===== src/verilog/axi_pkg.sv =====
// AXI bridge shared definitions
package axi_pkg;

  // Address and data widths are the same on the AXI4 and the AXI4-Lite side
  localparam int ADDR_W = 32;
  localparam int DATA_W = 32;

  // One strobe bit per data byte
  localparam int STRB_W = DATA_W / 8;

  // Transaction ID and user sideband widths exist on the AXI4 side only
  localparam int ID_W   = 4;
  localparam int USER_W = 2;

  // Response codes used by the register file
  // EXOKAY and DECERR never occur in this design
  typedef enum logic [1:0] {
    RESP_OKAY   = 2'b00,
    RESP_SLVERR = 2'b10
  } resp_t;

  // Per-transaction metadata that the AXI4-Lite side cannot carry
  // The bridge stores it on the request and returns it with the response
  typedef struct packed {
    logic [ID_W-1:0]   id;
    logic [USER_W-1:0] user;
  } meta_t;

endpackage


===== src/verilog/axi4_if.sv =====
// AXI4 single-beat bus
`timescale 1ns/1ns

interface axi4_if import axi_pkg::*; ();

  // Write address channel
  logic [ID_W-1:0]   aw_id;
  logic [ADDR_W-1:0] aw_addr;
  logic [USER_W-1:0] aw_user;
  logic              aw_valid;
  logic              aw_ready;

  // Write data channel with one beat per transaction
  logic [DATA_W-1:0] w_data;
  logic [STRB_W-1:0] w_strb;
  logic              w_valid;
  logic              w_ready;

  // Write response channel
  logic [ID_W-1:0]   b_id;
  resp_t             b_resp;
  logic [USER_W-1:0] b_user;
  logic              b_valid;
  logic              b_ready;

  // Read address channel
  logic [ID_W-1:0]   ar_id;
  logic [ADDR_W-1:0] ar_addr;
  logic [USER_W-1:0] ar_user;
  logic              ar_valid;
  logic              ar_ready;

  // Read data channel
  // r_last is kept for compatibility although every read is a single beat
  logic [ID_W-1:0]   r_id;
  logic [DATA_W-1:0] r_data;
  resp_t             r_resp;
  logic              r_last;
  logic [USER_W-1:0] r_user;
  logic              r_valid;
  logic              r_ready;

  modport master (
    output aw_id, aw_addr, aw_user, aw_valid, input aw_ready,
    output w_data, w_strb, w_valid, input w_ready,
    input b_id, b_resp, b_user, b_valid, output b_ready,
    output ar_id, ar_addr, ar_user, ar_valid, input ar_ready,
    input r_id, r_data, r_resp, r_last, r_user, r_valid, output r_ready
  );

  modport slave (
    input aw_id, aw_addr, aw_user, aw_valid, output aw_ready,
    input w_data, w_strb, w_valid, output w_ready,
    output b_id, b_resp, b_user, b_valid, input b_ready,
    input ar_id, ar_addr, ar_user, ar_valid, output ar_ready,
    output r_id, r_data, r_resp, r_last, r_user, r_valid, input r_ready
  );

endinterface


===== src/verilog/axi_lite_if.sv =====
// AXI4-Lite bus
`timescale 1ns/1ns

interface axi_lite_if import axi_pkg::*; ();

  // Write address channel
  logic [ADDR_W-1:0] aw_addr;
  logic              aw_valid;
  logic              aw_ready;

  // Write data channel
  logic [DATA_W-1:0] w_data;
  logic [STRB_W-1:0] w_strb;
  logic              w_valid;
  logic              w_ready;

  // Write response channel
  resp_t             b_resp;
  logic              b_valid;
  logic              b_ready;

  // Read address channel
  logic [ADDR_W-1:0] ar_addr;
  logic              ar_valid;
  logic              ar_ready;

  // Read data channel
  logic [DATA_W-1:0] r_data;
  resp_t             r_resp;
  logic              r_valid;
  logic              r_ready;

  modport master (
    output aw_addr, aw_valid, input aw_ready,
    output w_data, w_strb, w_valid, input w_ready,
    input b_resp, b_valid, output b_ready,
    output ar_addr, ar_valid, input ar_ready,
    input r_data, r_resp, r_valid, output r_ready
  );

  modport slave (
    input aw_addr, aw_valid, output aw_ready,
    input w_data, w_strb, w_valid, output w_ready,
    output b_resp, b_valid, input b_ready,
    input ar_addr, ar_valid, output ar_ready,
    output r_data, r_resp, r_valid, input r_ready
  );

endinterface


===== src/verilog/id_fifo.sv =====
// In-order metadata FIFO
`timescale 1ns/1ns

module id_fifo import axi_pkg::*; #(
  parameter type dtype = meta_t,
  // Must be a power of two and at least 2
  parameter int  DEPTH = 2
) (
  input  logic clk_i,
  input  logic rst_i,
  input  logic push_i,
  input  dtype data_i,
  input  logic pop_i,
  output dtype data_o,
  output logic full_o,
  output logic empty_o
);

  localparam int IDX_W = $clog2(DEPTH);

  // Storage for the queued entries
  dtype mem [DEPTH];

  // Pointers carry one extra wrap bit above the index bits
  logic [IDX_W:0] wr_ptr_q;
  logic [IDX_W:0] rd_ptr_q;

  logic do_push;
  logic do_pop;

  // Same index and same wrap bit means nothing is stored
  assign empty_o = (wr_ptr_q == rd_ptr_q);

  // Same index with a different wrap bit means every slot is taken
  assign full_o = (wr_ptr_q[IDX_W] != rd_ptr_q[IDX_W]) &&
                  (wr_ptr_q[IDX_W-1:0] == rd_ptr_q[IDX_W-1:0]);

  // Requests against a full or empty queue are ignored
  assign do_push = push_i && !full_o;
  assign do_pop  = pop_i && !empty_o;

  // The head entry is always visible but only meaningful while not empty
  assign data_o = mem[rd_ptr_q[IDX_W-1:0]];

  // Both pointers may move in the same cycle and keep the fill level
  always_ff @(posedge clk_i) begin
    if (rst_i) begin
      wr_ptr_q <= '0;
      rd_ptr_q <= '0;
    end else begin
      if (do_push) begin
        wr_ptr_q <= wr_ptr_q + 1'b1;
      end
      if (do_pop) begin
        rd_ptr_q <= rd_ptr_q + 1'b1;
      end
    end
  end

  // Entry write at the tail slot
  always_ff @(posedge clk_i) begin
    if (do_push) begin
      mem[wr_ptr_q[IDX_W-1:0]] <= data_i;
    end
  end

endmodule


===== src/verilog/axi_to_axi_lite.sv =====
// AXI4 to AXI4-Lite bridge
`timescale 1ns/1ns

module axi_to_axi_lite import axi_pkg::*; #(
  parameter int NUM_PENDING_RD = 2,
  parameter int NUM_PENDING_WR = 2
) (
  input  logic clk_i,
  input  logic rst_i,
  axi4_if.slave      slv,
  axi_lite_if.master mst
);

  // Pending counts are rounded up to a power of two and the FIFO gets at least two slots
  localparam int RD_DEPTH = (NUM_PENDING_RD > 2) ? 2 ** $clog2(NUM_PENDING_RD) : 2;
  localparam int WR_DEPTH = (NUM_PENDING_WR > 2) ? 2 ** $clog2(NUM_PENDING_WR) : 2;

  logic  rd_full;
  logic  rd_empty;
  logic  rd_push;
  logic  rd_pop;
  meta_t rd_meta_in;
  meta_t rd_meta_out;

  logic  wr_full;
  logic  wr_empty;
  logic  wr_push;
  logic  wr_pop;
  meta_t wr_meta_in;
  meta_t wr_meta_out;

  // Metadata of a read is captured when its AR beat is accepted
  assign rd_meta_in.id   = slv.ar_id;
  assign rd_meta_in.user = slv.ar_user;
  assign rd_push         = slv.ar_valid && slv.ar_ready;
  // Every read is one beat so the last beat retires the entry
  assign rd_pop          = slv.r_valid && slv.r_ready && slv.r_last;

  // Write metadata is captured on AW and retired when the B response is taken
  assign wr_meta_in.id   = slv.aw_id;
  assign wr_meta_in.user = slv.aw_user;
  assign wr_push         = slv.aw_valid && slv.aw_ready;
  assign wr_pop          = slv.b_valid && slv.b_ready;

  id_fifo #(.dtype(meta_t), .DEPTH(RD_DEPTH)) rd_meta (
    .clk_i   (clk_i),
    .rst_i   (rst_i),
    .push_i  (rd_push),
    .data_i  (rd_meta_in),
    .pop_i   (rd_pop),
    .data_o  (rd_meta_out),
    .full_o  (rd_full),
    .empty_o (rd_empty)
  );

  id_fifo #(.dtype(meta_t), .DEPTH(WR_DEPTH)) wr_meta (
    .clk_i   (clk_i),
    .rst_i   (rst_i),
    .push_i  (wr_push),
    .data_i  (wr_meta_in),
    .pop_i   (wr_pop),
    .data_o  (wr_meta_out),
    .full_o  (wr_full),
    .empty_o (wr_empty)
  );

  // A full FIFO hides the request from the lite side and holds ready low
  // Valid stays stable because the FIFO can only drain while a request waits
  assign mst.aw_addr  = slv.aw_addr;
  assign mst.aw_valid = slv.aw_valid && !wr_full;
  assign slv.aw_ready = mst.aw_ready && !wr_full;

  // The W beat is held back together with AW so both transfer in the same cycle
  assign mst.w_data   = slv.w_data;
  assign mst.w_strb   = slv.w_strb;
  assign mst.w_valid  = slv.w_valid && !wr_full;
  assign slv.w_ready  = mst.w_ready && !wr_full;

  assign mst.ar_addr  = slv.ar_addr;
  assign mst.ar_valid = slv.ar_valid && !rd_full;
  assign slv.ar_ready = mst.ar_ready && !rd_full;

  // Responses get their ID and USER back from the FIFO heads
  // A response is only forwarded while its metadata is present
  assign slv.b_id     = wr_meta_out.id;
  assign slv.b_user   = wr_meta_out.user;
  assign slv.b_resp   = mst.b_resp;
  assign slv.b_valid  = mst.b_valid && !wr_empty;
  assign mst.b_ready  = slv.b_ready;

  assign slv.r_id     = rd_meta_out.id;
  assign slv.r_user   = rd_meta_out.user;
  assign slv.r_data   = mst.r_data;
  assign slv.r_resp   = mst.r_resp;
  assign slv.r_last   = 1'b1;
  assign slv.r_valid  = mst.r_valid && !rd_empty;
  assign mst.r_ready  = slv.r_ready;

endmodule


===== src/verilog/axi_lite_regfile.sv =====
// AXI4-Lite register file
`timescale 1ns/1ns

module axi_lite_regfile import axi_pkg::*; #(
  parameter int NUM_REGS = 16
) (
  input  logic clk_i,
  input  logic rst_i,
  axi_lite_if.slave slv
);

  localparam int IDX_W = (NUM_REGS > 1) ? $clog2(NUM_REGS) : 1;

  // Register storage with one word per entry
  logic [DATA_W-1:0] regs [NUM_REGS];

  // Word addresses drop the two byte offset bits
  logic [ADDR_W-3:0] wr_word;
  logic [ADDR_W-3:0] rd_word;
  logic [IDX_W-1:0]  wr_idx;
  logic [IDX_W-1:0]  rd_idx;
  logic              wr_hit;
  logic              rd_hit;

  logic wr_fire;
  logic rd_fire;

  // Response holding registers
  logic              b_valid_q;
  resp_t             b_resp_q;
  logic              r_valid_q;
  resp_t             r_resp_q;
  logic [DATA_W-1:0] r_data_q;

  assign wr_word = slv.aw_addr[ADDR_W-1:2];
  assign rd_word = slv.ar_addr[ADDR_W-1:2];
  assign wr_idx  = wr_word[IDX_W-1:0];
  assign rd_idx  = rd_word[IDX_W-1:0];

  // Anything past the last register is out of range
  assign wr_hit = wr_word < (ADDR_W-2)'(NUM_REGS);
  assign rd_hit = rd_word < (ADDR_W-2)'(NUM_REGS);

  // A write needs address and data at once and a free B slot
  assign wr_fire     = slv.aw_valid && slv.w_valid && !b_valid_q;
  assign slv.aw_ready = wr_fire;
  assign slv.w_ready  = wr_fire;

  // One read in flight at a time
  assign slv.ar_ready = !r_valid_q;
  assign rd_fire      = slv.ar_valid && !r_valid_q;

  assign slv.b_valid = b_valid_q;
  assign slv.b_resp  = b_resp_q;
  assign slv.r_valid = r_valid_q;
  assign slv.r_resp  = r_resp_q;
  assign slv.r_data  = r_data_q;

  // Byte-wise update of the addressed word
  always_ff @(posedge clk_i) begin
    if (rst_i) begin
      for (int i = 0; i < NUM_REGS; i++) begin
        regs[i] <= '0;
      end
    end else if (wr_fire && wr_hit) begin
      for (int b = 0; b < STRB_W; b++) begin
        if (slv.w_strb[b]) begin
          regs[wr_idx][8*b +: 8] <= slv.w_data[8*b +: 8];
        end
      end
    end
  end

  // Response valid flags are held until the master takes them
  always_ff @(posedge clk_i) begin
    if (rst_i) begin
      b_valid_q <= 1'b0;
      r_valid_q <= 1'b0;
    end else begin
      if (wr_fire) begin
        b_valid_q <= 1'b1;
      end else if (slv.b_ready) begin
        b_valid_q <= 1'b0;
      end
      if (rd_fire) begin
        r_valid_q <= 1'b1;
      end else if (slv.r_ready) begin
        r_valid_q <= 1'b0;
      end
    end
  end

  // The response payload is loaded only when a new request is accepted
  // A read of a register written in the same cycle returns the old word
  always_ff @(posedge clk_i) begin
    if (wr_fire) begin
      b_resp_q <= wr_hit ? RESP_OKAY : RESP_SLVERR;
    end
    if (rd_fire) begin
      r_resp_q <= rd_hit ? RESP_OKAY : RESP_SLVERR;
      r_data_q <= rd_hit ? regs[rd_idx] : '0;
    end
  end

endmodule


===== src/verilog/axi_lite_bridge_top.sv =====
// AXI bridge and register file top
`timescale 1ns/1ns

module axi_lite_bridge_top import axi_pkg::*; #(
  parameter int NUM_PENDING_RD = 2,
  parameter int NUM_PENDING_WR = 2,
  parameter int NUM_REGS       = 16
) (
  input  logic              clk_i,
  input  logic              rst_i,
  // Write address
  input  logic [ID_W-1:0]   aw_id_i,
  input  logic [ADDR_W-1:0] aw_addr_i,
  input  logic [USER_W-1:0] aw_user_i,
  input  logic              aw_valid_i,
  output logic              aw_ready_o,
  // Write data
  input  logic [DATA_W-1:0] w_data_i,
  input  logic [STRB_W-1:0] w_strb_i,
  input  logic              w_valid_i,
  output logic              w_ready_o,
  // Write response
  output logic [ID_W-1:0]   b_id_o,
  output resp_t             b_resp_o,
  output logic [USER_W-1:0] b_user_o,
  output logic              b_valid_o,
  input  logic              b_ready_i,
  // Read address
  input  logic [ID_W-1:0]   ar_id_i,
  input  logic [ADDR_W-1:0] ar_addr_i,
  input  logic [USER_W-1:0] ar_user_i,
  input  logic              ar_valid_i,
  output logic              ar_ready_o,
  // Read data
  output logic [ID_W-1:0]   r_id_o,
  output logic [DATA_W-1:0] r_data_o,
  output resp_t             r_resp_o,
  output logic              r_last_o,
  output logic [USER_W-1:0] r_user_o,
  output logic              r_valid_o,
  input  logic              r_ready_i
);

  axi4_if     axi4_bus ();
  axi_lite_if lite_bus ();

  // The ports play the master side of the AXI4 bus
  assign axi4_bus.aw_id    = aw_id_i;
  assign axi4_bus.aw_addr  = aw_addr_i;
  assign axi4_bus.aw_user  = aw_user_i;
  assign axi4_bus.aw_valid = aw_valid_i;
  assign aw_ready_o        = axi4_bus.aw_ready;

  assign axi4_bus.w_data   = w_data_i;
  assign axi4_bus.w_strb   = w_strb_i;
  assign axi4_bus.w_valid  = w_valid_i;
  assign w_ready_o         = axi4_bus.w_ready;

  assign b_id_o            = axi4_bus.b_id;
  assign b_resp_o          = axi4_bus.b_resp;
  assign b_user_o          = axi4_bus.b_user;
  assign b_valid_o         = axi4_bus.b_valid;
  assign axi4_bus.b_ready  = b_ready_i;

  assign axi4_bus.ar_id    = ar_id_i;
  assign axi4_bus.ar_addr  = ar_addr_i;
  assign axi4_bus.ar_user  = ar_user_i;
  assign axi4_bus.ar_valid = ar_valid_i;
  assign ar_ready_o        = axi4_bus.ar_ready;

  assign r_id_o            = axi4_bus.r_id;
  assign r_data_o          = axi4_bus.r_data;
  assign r_resp_o          = axi4_bus.r_resp;
  assign r_last_o          = axi4_bus.r_last;
  assign r_user_o          = axi4_bus.r_user;
  assign r_valid_o         = axi4_bus.r_valid;
  assign axi4_bus.r_ready  = r_ready_i;

  // Protocol conversion with ID and USER reflection
  axi_to_axi_lite #(
    .NUM_PENDING_RD (NUM_PENDING_RD),
    .NUM_PENDING_WR (NUM_PENDING_WR)
  ) axi_to_axi_lite_inst (
    .clk_i (clk_i),
    .rst_i (rst_i),
    .slv   (axi4_bus.slave),
    .mst   (lite_bus.master)
  );

  // Register file behind the lite bus
  axi_lite_regfile #(
    .NUM_REGS (NUM_REGS)
  ) axi_lite_regfile_inst (
    .clk_i (clk_i),
    .rst_i (rst_i),
    .slv   (lite_bus.slave)
  );

endmodule


===== config.mk =====
export PLATFORM = sky130hd
export DESIGN_NAME = axi_lite_bridge_top
export DESIGN_NICKNAME = d
export VERILOG_FILES = /design/src/verilog/axi_pkg.sv /design/src/verilog/axi4_if.sv /design/src/verilog/axi_lite_if.sv /design/src/verilog/id_fifo.sv /design/src/verilog/axi_to_axi_lite.sv /design/src/verilog/axi_lite_regfile.sv /design/src/verilog/axi_lite_bridge_top.sv
export SDC_FILE = /design/constraint.sdc
export NUM_CORES = 1
export LEC_CHECK = 0
export BUFFER_PORTS_ARGS = -buffer_cell sky130_fd_sc_hd__buf_2
export CAP_MARGIN = 20
export CORE_ASPECT_RATIO = 0.75
export CORE_MARGIN = 5
export CORE_UTILIZATION = 55
export DETAILED_ROUTE_END_ITERATION = 10
export PLACE_DENSITY = 0.84
export SLEW_MARGIN = 20
export SYNTH_ARGS = -nofsm -noshare
export SYNTH_HDL_FRONTEND = slang
export SYNTH_SLANG_ARGS = --single-unit

===== constraint.sdc =====
create_clock -name clk_i -period 2.35 [get_ports clk_i]
set_input_delay 0.5875 -clock clk_i [delete_from_list [all_inputs] [get_ports clk_i]]
set_output_delay 0.5875 -clock clk_i [all_outputs]
set_load 0.005 [all_outputs]

Word-level counts from Yosys, hierarchy flattened

Memory sizes are Yosys's and may differ from the RTL's. A register that Yosys moved wholly into a read port is not among the register bits.
Cells that the tools add are included.
W data, S select, Z words.

Flip-flop bits (word level): 14
Bits in writable memories: 536
Output and inout bits: 54
Word-level logic and storage cells: 89
Memories kept: 3

Add/subtract/negate cells: 4
Order comparisons: 2
Equal/unequal tests: 6
Mux-type cells: 35
Reduce and logical (&&, ||, !) cells: 31

Memories:

| memory                           | words | width | rd ports | clocked after Yosys merged registers in | wr ports | RTL line               | RTL |
|---|---|---|---|---|---|---|---|
| axi_lite_regfile_inst.regs       | 16    | 32    | 1        | 1                                       | 16       | axi_lite_regfile.sv:15 | `logic [DATA_W-1:0] regs [NUM_REGS];` |
| axi_to_axi_lite_inst.rd_meta.mem | 2     | 6     | 1        | 1                                       | 1        | id_fifo.sv:22          | `dtype mem [DEPTH];` |
| axi_to_axi_lite_inst.wr_meta.mem | 2     | 6     | 1        | 1                                       | 1        | id_fifo.sv:22          |  |

Operators with widths:

| cell                  | count |
|---|---|
| $lt A30 B5 Y1 const B | 2 |
| $mux W32              | 1 |
| $reduce_or A32 Y1     | 1 |
| $mux W1               | 30 |
| $logic_and A1 B1 Y1   | 21 |
| $add A2 B1 Y2 const B | 4 |
| $mux W4               | 2 |
| $logic_not A1 Y1      | 7 |
| $eq A2 B2 Y1          | 2 |
| $mux W2               | 2 |
| $reduce_bool A2 Y1    | 2 |
| $eq A1 B1 Y1          | 2 |
| $ne A1 B1 Y1          | 2 |

Depth between registers and ports, before layout

Word-level depth: 12
Depth in mapped cells: 8
Mapped depth without buffers: 6

Hierarchy

Synthesis repeated with hierarchy kept, for this count alone.

Cells, all modules: 1872
Area total of the unflattened synthesis: 26346.5 µm²

By module, submodules not included:

| module           | instances | cells each | area each (µm²) |
|---|---|---|---|
| axi_lite_regfile | 1         | 1616       | 23771.5 |
| id_fifo          | 2         | 52         | 715.7 |
| axi_to_axi_lite  | 1         | 152        | 1143.6 |

Least setup slack after synthesis

No wires, ideal clock.

Path type: in2reg
From: input aw_addr_i[21]
To: memory axi_lite_regfile_inst.regs[8][0] (enable)
Library setup time: 326 ps
Arrival: 1985 ps
Slack: 40 ps
Stages on the path: 6
Cell sequence: nor4_1 and4_1 clkbuf_1 buf_2 and4_1 a21o_1

RTL lines:

| what        | RTL line                  | RTL |
|---|---|---|
| from (decl) | axi_lite_bridge_top.sv:13 | `input logic [ADDR_W-1:0] aw_addr_i,` |
| to (decl)   | axi_lite_regfile.sv:15    |  |

Final worst setup path

From: register axi_to_axi_lite_inst.wr_meta.rd_ptr_q[1]
To: output aw_ready_o

Cells in the longest elaborated chain, start to end: 7
Elaborated cells on any way between the ends: 8
Those cells by class: 1 x eq/ne; 7 x reduce/logical

RTL lines:

| what                                   | RTL line                                                            | RTL |
|---|---|---|
| from (decl)                            | id_fifo.sv:26                                                       | `logic [IDX_W:0] rd_ptr_q;` |
| from (signal assigned)                 | id_fifo.sv:55                                                       | `rd_ptr_q <= rd_ptr_q + 1'b1;` |
| $ne A1 B1 Y1 *                         | id_fifo.sv:35                                                       | `assign full_o = (wr_ptr_q[IDX_W] != rd_ptr_q[IDX_W]) &&` |
| $logic_and A1 B1 Y1 *                  | id_fifo.sv:35                                                       |  |
| $logic_not A1 Y1 *                     | axi_to_axi_lite.sv:70, axi_to_axi_lite.sv:71, axi_to_axi_lite.sv:76 |  |
| $logic_and A1 B1 Y1 (on tied branches) | axi_to_axi_lite.sv:70, axi_to_axi_lite.sv:76                        |  |
| $logic_and A1 B1 Y1 (2 in a row)       | axi_lite_regfile.sv:45                                              | `assign wr_fire = slv.aw_valid && slv.w_valid && !b_valid_q;` |
| $logic_and A1 B1 Y1 *                  | axi_to_axi_lite.sv:71                                               | `assign slv.aw_ready = mst.aw_ready && !wr_full;` |
| to (decl)                              | axi_lite_bridge_top.sv:16                                           | `output logic aw_ready_o,` |

Mark *: on every way between the ends. The rest lies on a longest branch, timed or not.

==> impl_metrics.sql <==
INSERT INTO impl_metrics (metric_group, metric, value, unit) VALUES
('run_status', 'status', 'finished, final reports clean', ''),
('yosys', 'synth.yosys.seq_area_share', '67.8', '%'),
('timing', 'setup_repair_after_global_routing_missed_its_margin', 'yes', ''),
('global_routing', 'grt_use_total', '27.8', '%'),
('yosys', 'post_synth_fa_ha_maj_area_fraction', '0', '%'),
('drt', 'drtPass1Iterations', '5', ''),
('global_routing', 'grt_start_max_net_pins', '61', ''),
('global_routing', 'antenna_violations_before_repair', '3', ''),
('floorplanning', 'design.portCount', '173', ''),
('layout', 'layout_commonest_cell', 'sky130_fd_sc_hd__edfxtp_1', ''),
('yosys', 'cell_count_after_synthesis', '1723', ''),
('floorplanning', 'core_area', '0.0460', 'mm²'),
('yosys', 'asyncSetResetFlopFracSynth', '0', '%'),
('yosys', 'postSynthRegisterBits', '582', ''),
('floorplanning', 'die_y', '197', 'µm'),
('floorplanning', 'initial_utilization', '55.6', '%'),
('clock_network', 'clk_path_buf_depth', '3', ''),
('clock_network', 'deepest_level_of_the_cts_h_tree', '2', ''),
('setup_path', 'worstReg2RegStart', 'axi_to_axi_lite_inst.wr_meta.rd_ptr_q[1]', ''),
('clock_network', 'tritoncts', 'built', ''),
('timing', 'hold_slack', '186', 'ps'),
('timing', 'max_freq', '426', 'MHz'),
('global_routing', 'grt_first_pass_wirelength', '106000', 'µm'),
('clock_network', 'clock_insertion_delay_worst_skew', '590', 'ps'),
('floorplanning', 'num_rows', '68', ''),
('clock_network', 'clock_sinks', '582', ''),
('global_routing', 'grt_overflow', '0', ''),
('timing', 'min_period', '2350', 'ps'),
('yosys', 'number_of_enable_flip_flop_cells_after_synthesis', '570', ''),
('setup_path', 'timing.critical_path.from', 'axi_to_axi_lite_inst.wr_meta.rd_ptr_q[1]', ''),
('yosys', 'dominant_combinational_cell_family_by_area_after_synthesis', 'multiplexers', ''),
('placed_design', 'pre_cts_ws', '-180', 'ps'),
('yosys', 'yosysWarningCount', '0', ''),
('timing', 'timing.final.hold_violations', '0', ''),
('clock_network', 'clk_pin_slew', '70', 'ps'),
('timing', 'largest_clock_skew_in_the_final_design', '11.0', 'ps'),
('drt', 'drt_iter0_markers', '2430', ''),
('placed_design', 'place.port_buffers', '165', ''),
('setup_path', 'kind_of_launch_point_of_the_worst_setup_path', 'flip-flop', ''),
('yosys', 'total_standard_cell_area_after_synthesis', '0.0256', 'mm²'),
('timing', 'slew-limit-headroom', '46.7', '%'),
('hold_path', 'worstHoldStart', 'aw_id_i[2]', ''),
('yosys', 'synth-compound-area-share', '4.72', '%'),
('global_routing', 'first_global_vias', '17300', ''),
('floorplanning', 'die_w', '259', 'µm'),
('layout', 'final_net_count', '2121', ''),
('drt', 'detailroute.via_count', '16700', ''),
('yosys', 'post_synth_and_or_nand_nor_area_fraction', '11.5', '%'),
('layout', 'drive_gt1_share', '33.0', '%'),
('drt', 'mean_routed_wirelength_per_cell', '26.5', 'µm'),
('timing', 'timing.final.crit_share', '99.8', '%'),
('floorplanning', 'die_area', '0.0510', 'mm²'),
('layout', 'syn2layout_area_growth', '20.7', '%'),
('layout', 'most-common-layout-cells', 'sky130_fd_sc_hd__edfxtp_1, sky130_fd_sc_hd__nor2_1, sky130_fd_sc_hd__buf_2', ''),
('yosys', 'ys_types', '39', ''),
('timing', 'fin_ws', '4.23', 'ps'),
('power', 'irDropWorstVdd', '0.488', 'mV'),
('yosys', 'synth_top_flop_cell', 'sky130_fd_sc_hd__edfxtp_1', ''),
('timing', 'report.final.setup_viol', '0', ''),
('power', 'p_leak', '11.3', 'nW'),
('clock_network', 'cts_buffers', '54', ''),
('setup_path', 'worstSetupPathType', 'flip-flop to primary output', ''),
('hold_path', 'hold_path.class', 'input port to flip-flop', ''),
('drt', 'drcViolationCount', '0', ''),
('yosys', 'syn-mean-instance-area', '14.9', 'µm²'),
('clock_network', 'clock_tree.root_cell', 'sky130_fd_sc_hd__clkbuf_16', ''),
('placed_design', 'place_hpwl', '44900', 'µm'),
('setup_path', 'required', '1760', 'ps'),
('setup_path', 'type_of_element_capturing_the_critical_path', 'primary output', ''),
('job', 'cap_violations', '0', ''),
('timing', 'worst_pin_slew', '800', 'ps'),
('yosys', 'synth.area.mux_share', '11.8', '%'),
('setup_path', 'critPathMaxFanout', '2', ''),
('timing', 'slew_violations', '0', ''),
('yosys', 'synth-xor-area-share', '0.445', '%'),
('drt', 'avgViaCountPerCell', '6.27', ''),
('setup_path', 'crit_arrival', '1760', 'ps'),
('drt', 'routed_wirelength', '70900', 'µm'),
('power', 'powerDensity', '718', 'mW/mm²'),
('placed_design', 'routability_congestion_estimate_from_global_placement', '0.838', ''),
('drt', 'antenna_violating_nets_post_route', '0', '');
-- cell usage after synthesis, types with 4 or more instances --
master	n	area share (%)
sky130_fd_sc_hd__xor2_1	8	0.27
sky130_fd_sc_hd__nand2_1	37	0.54
sky130_fd_sc_hd__a22oi_1	64	1.9
sky130_fd_sc_hd__nor2_2	48	1.2
sky130_fd_sc_hd__xnor2_1	5	0.17
sky130_fd_sc_hd__buf_6	32	1.4
sky130_fd_sc_hd__mux2_2	12	0.53
sky130_fd_sc_hd__buf_4	5	0.15
sky130_fd_sc_hd__dfxtp_1	12	0.94
sky130_fd_sc_hd__nor3_1	6	0.12
sky130_fd_sc_hd__a21oi_1	37	0.72
sky130_fd_sc_hd__edfxtp_1	570	67
sky130_fd_sc_hd__nand2b_1	6	0.15
sky130_fd_sc_hd__nor4_1	13	0.32
sky130_fd_sc_hd__buf_1	5	0.073
sky130_fd_sc_hd__nand4_1	4	0.098
sky130_fd_sc_hd__nand4_4	13	1.1
sky130_fd_sc_hd__a21o_1	64	1.9
sky130_fd_sc_hd__nor2_1	488	7.2
sky130_fd_sc_hd__nor2b_1	6	0.15
sky130_fd_sc_hd__buf_2	24	0.47
sky130_fd_sc_hd__mux4_2	128	11
sky130_fd_sc_hd__and4_1	18	0.62
sky130_fd_sc_hd__clkbuf_1	97	1.4
-- registers in the layout, summed over array words and instances, names as in the netlist, named ones only --
name                                   count
axi_to_axi_lite_inst.wr_meta.rd_ptr_q      2
axi_to_axi_lite_inst.rd_meta.wr_ptr_q      2
axi_lite_regfile_inst.slv.r_data          32
axi_to_axi_lite_inst.rd_meta.mem          12
axi_to_axi_lite_inst.rd_meta.rd_ptr_q      2
axi_to_axi_lite_inst.wr_meta.mem          12
axi_lite_regfile_inst.slv.r_valid          1
axi_to_axi_lite_inst.wr_meta.wr_ptr_q      2
axi_lite_regfile_inst.regs               512
axi_lite_regfile_inst.slv.b_valid          1
axi_lite_regfile_inst.slv.r_resp           1
axi_lite_regfile_inst.slv.b_resp           1
-- layer usage --
metal	share of wire, %	GRT usage, %	vias to the layer above
met5	0.049	0	-
li1	-	-	6955
met2	49	45.6	1314
met3	14	7.61	227
met1	33	36.4	8242
met4	3.8	9.52	6
-- metrics by stage --
step | TNS [ps] | power (W) | area, µm² | std cells | util [%]
finish | 0 | 0.0222 | 30900 | 2669 | 67.1
floorplan | 0 | 0.0129 | 25600 | 1724 | -
global placement | -9690 | 0.0137 | 29100 | 2572 | 63.3
CTS | 0 | 0.0222 | 30900 | 2668 | 67.1
detailed placement | -60600 | 0.0138 | 29100 | 2572 | 63.3
global route | -66.5 | 0.0228 | 30900 | 2668 | 67.1
-- repair_timing --
action                                  4_1_cts  5_1_grt
setup buffers                                 4        0
pin swaps                                     1        1
resized for setup                             6        8
hold buffers                                  0        0
endpoints found under the setup margin        2       96
-- cells by family (layout without fill, tap and decap cells) --
family | after synthesis | count (layout)
buf+inv | 170 | 484
flops | 582 | 582
mux | 140 | 140
compound gates | 173 | 173
xor+xnor | 13 | 13
simple gates | 643 | 643
other cells | 2 | 4
-- power breakdown --
part | internal [W] | switching (W) | total [W]
combinational | 0.000837 | 0.000996 | 0.00183
sequential | 0.0117 | 0.000122 | 0.0118
clock | 0.00478 | 0.00374 | 0.00852
total | 0.0173 | 0.00486 | 0.0222
-- layout make-up --
| class | count | area (µm²) |
|---|---|---|
| clock inverter | 30 | 268 |
| fill | 2844 | 15100 |
| inverter | 4 | 22.5 |
| sequential | 582 | 17400 |
| clock buffer | 62 | 1400 |
| tap | 630 | 788 |
| multi-input combinational | 972 | 7330 |
| antenna | 1 | 2.50 |
| timing repair buffer | 388 | 3730 |
-- worst max-delay path, stage by stage, from the launching register on --
cell and delay [ps]:
sky130_fd_sc_hd__dfxtp_4 370, sky130_fd_sc_hd__xor2_4 180, sky130_fd_sc_hd__a211o_2 350, sky130_fd_sc_hd__buf_6 130, sky130_fd_sc_hd__inv_4 50, sky130_fd_sc_hd__buf_6 90
-- worst paths after layout --
kind                                            endpoint  depth (start not counted)  slack, ps
hold / removal    axi_to_axi_lite_inst.wr_meta.mem[0][4]                          1        190
hold reg to reg        axi_lite_regfile_inst.slv.r_valid                          2        530
setup / recovery                              aw_ready_o                          5          4
setup reg to reg       axi_lite_regfile_inst.regs[10][8]                          8         40
(Power assumes the default switching activity.)
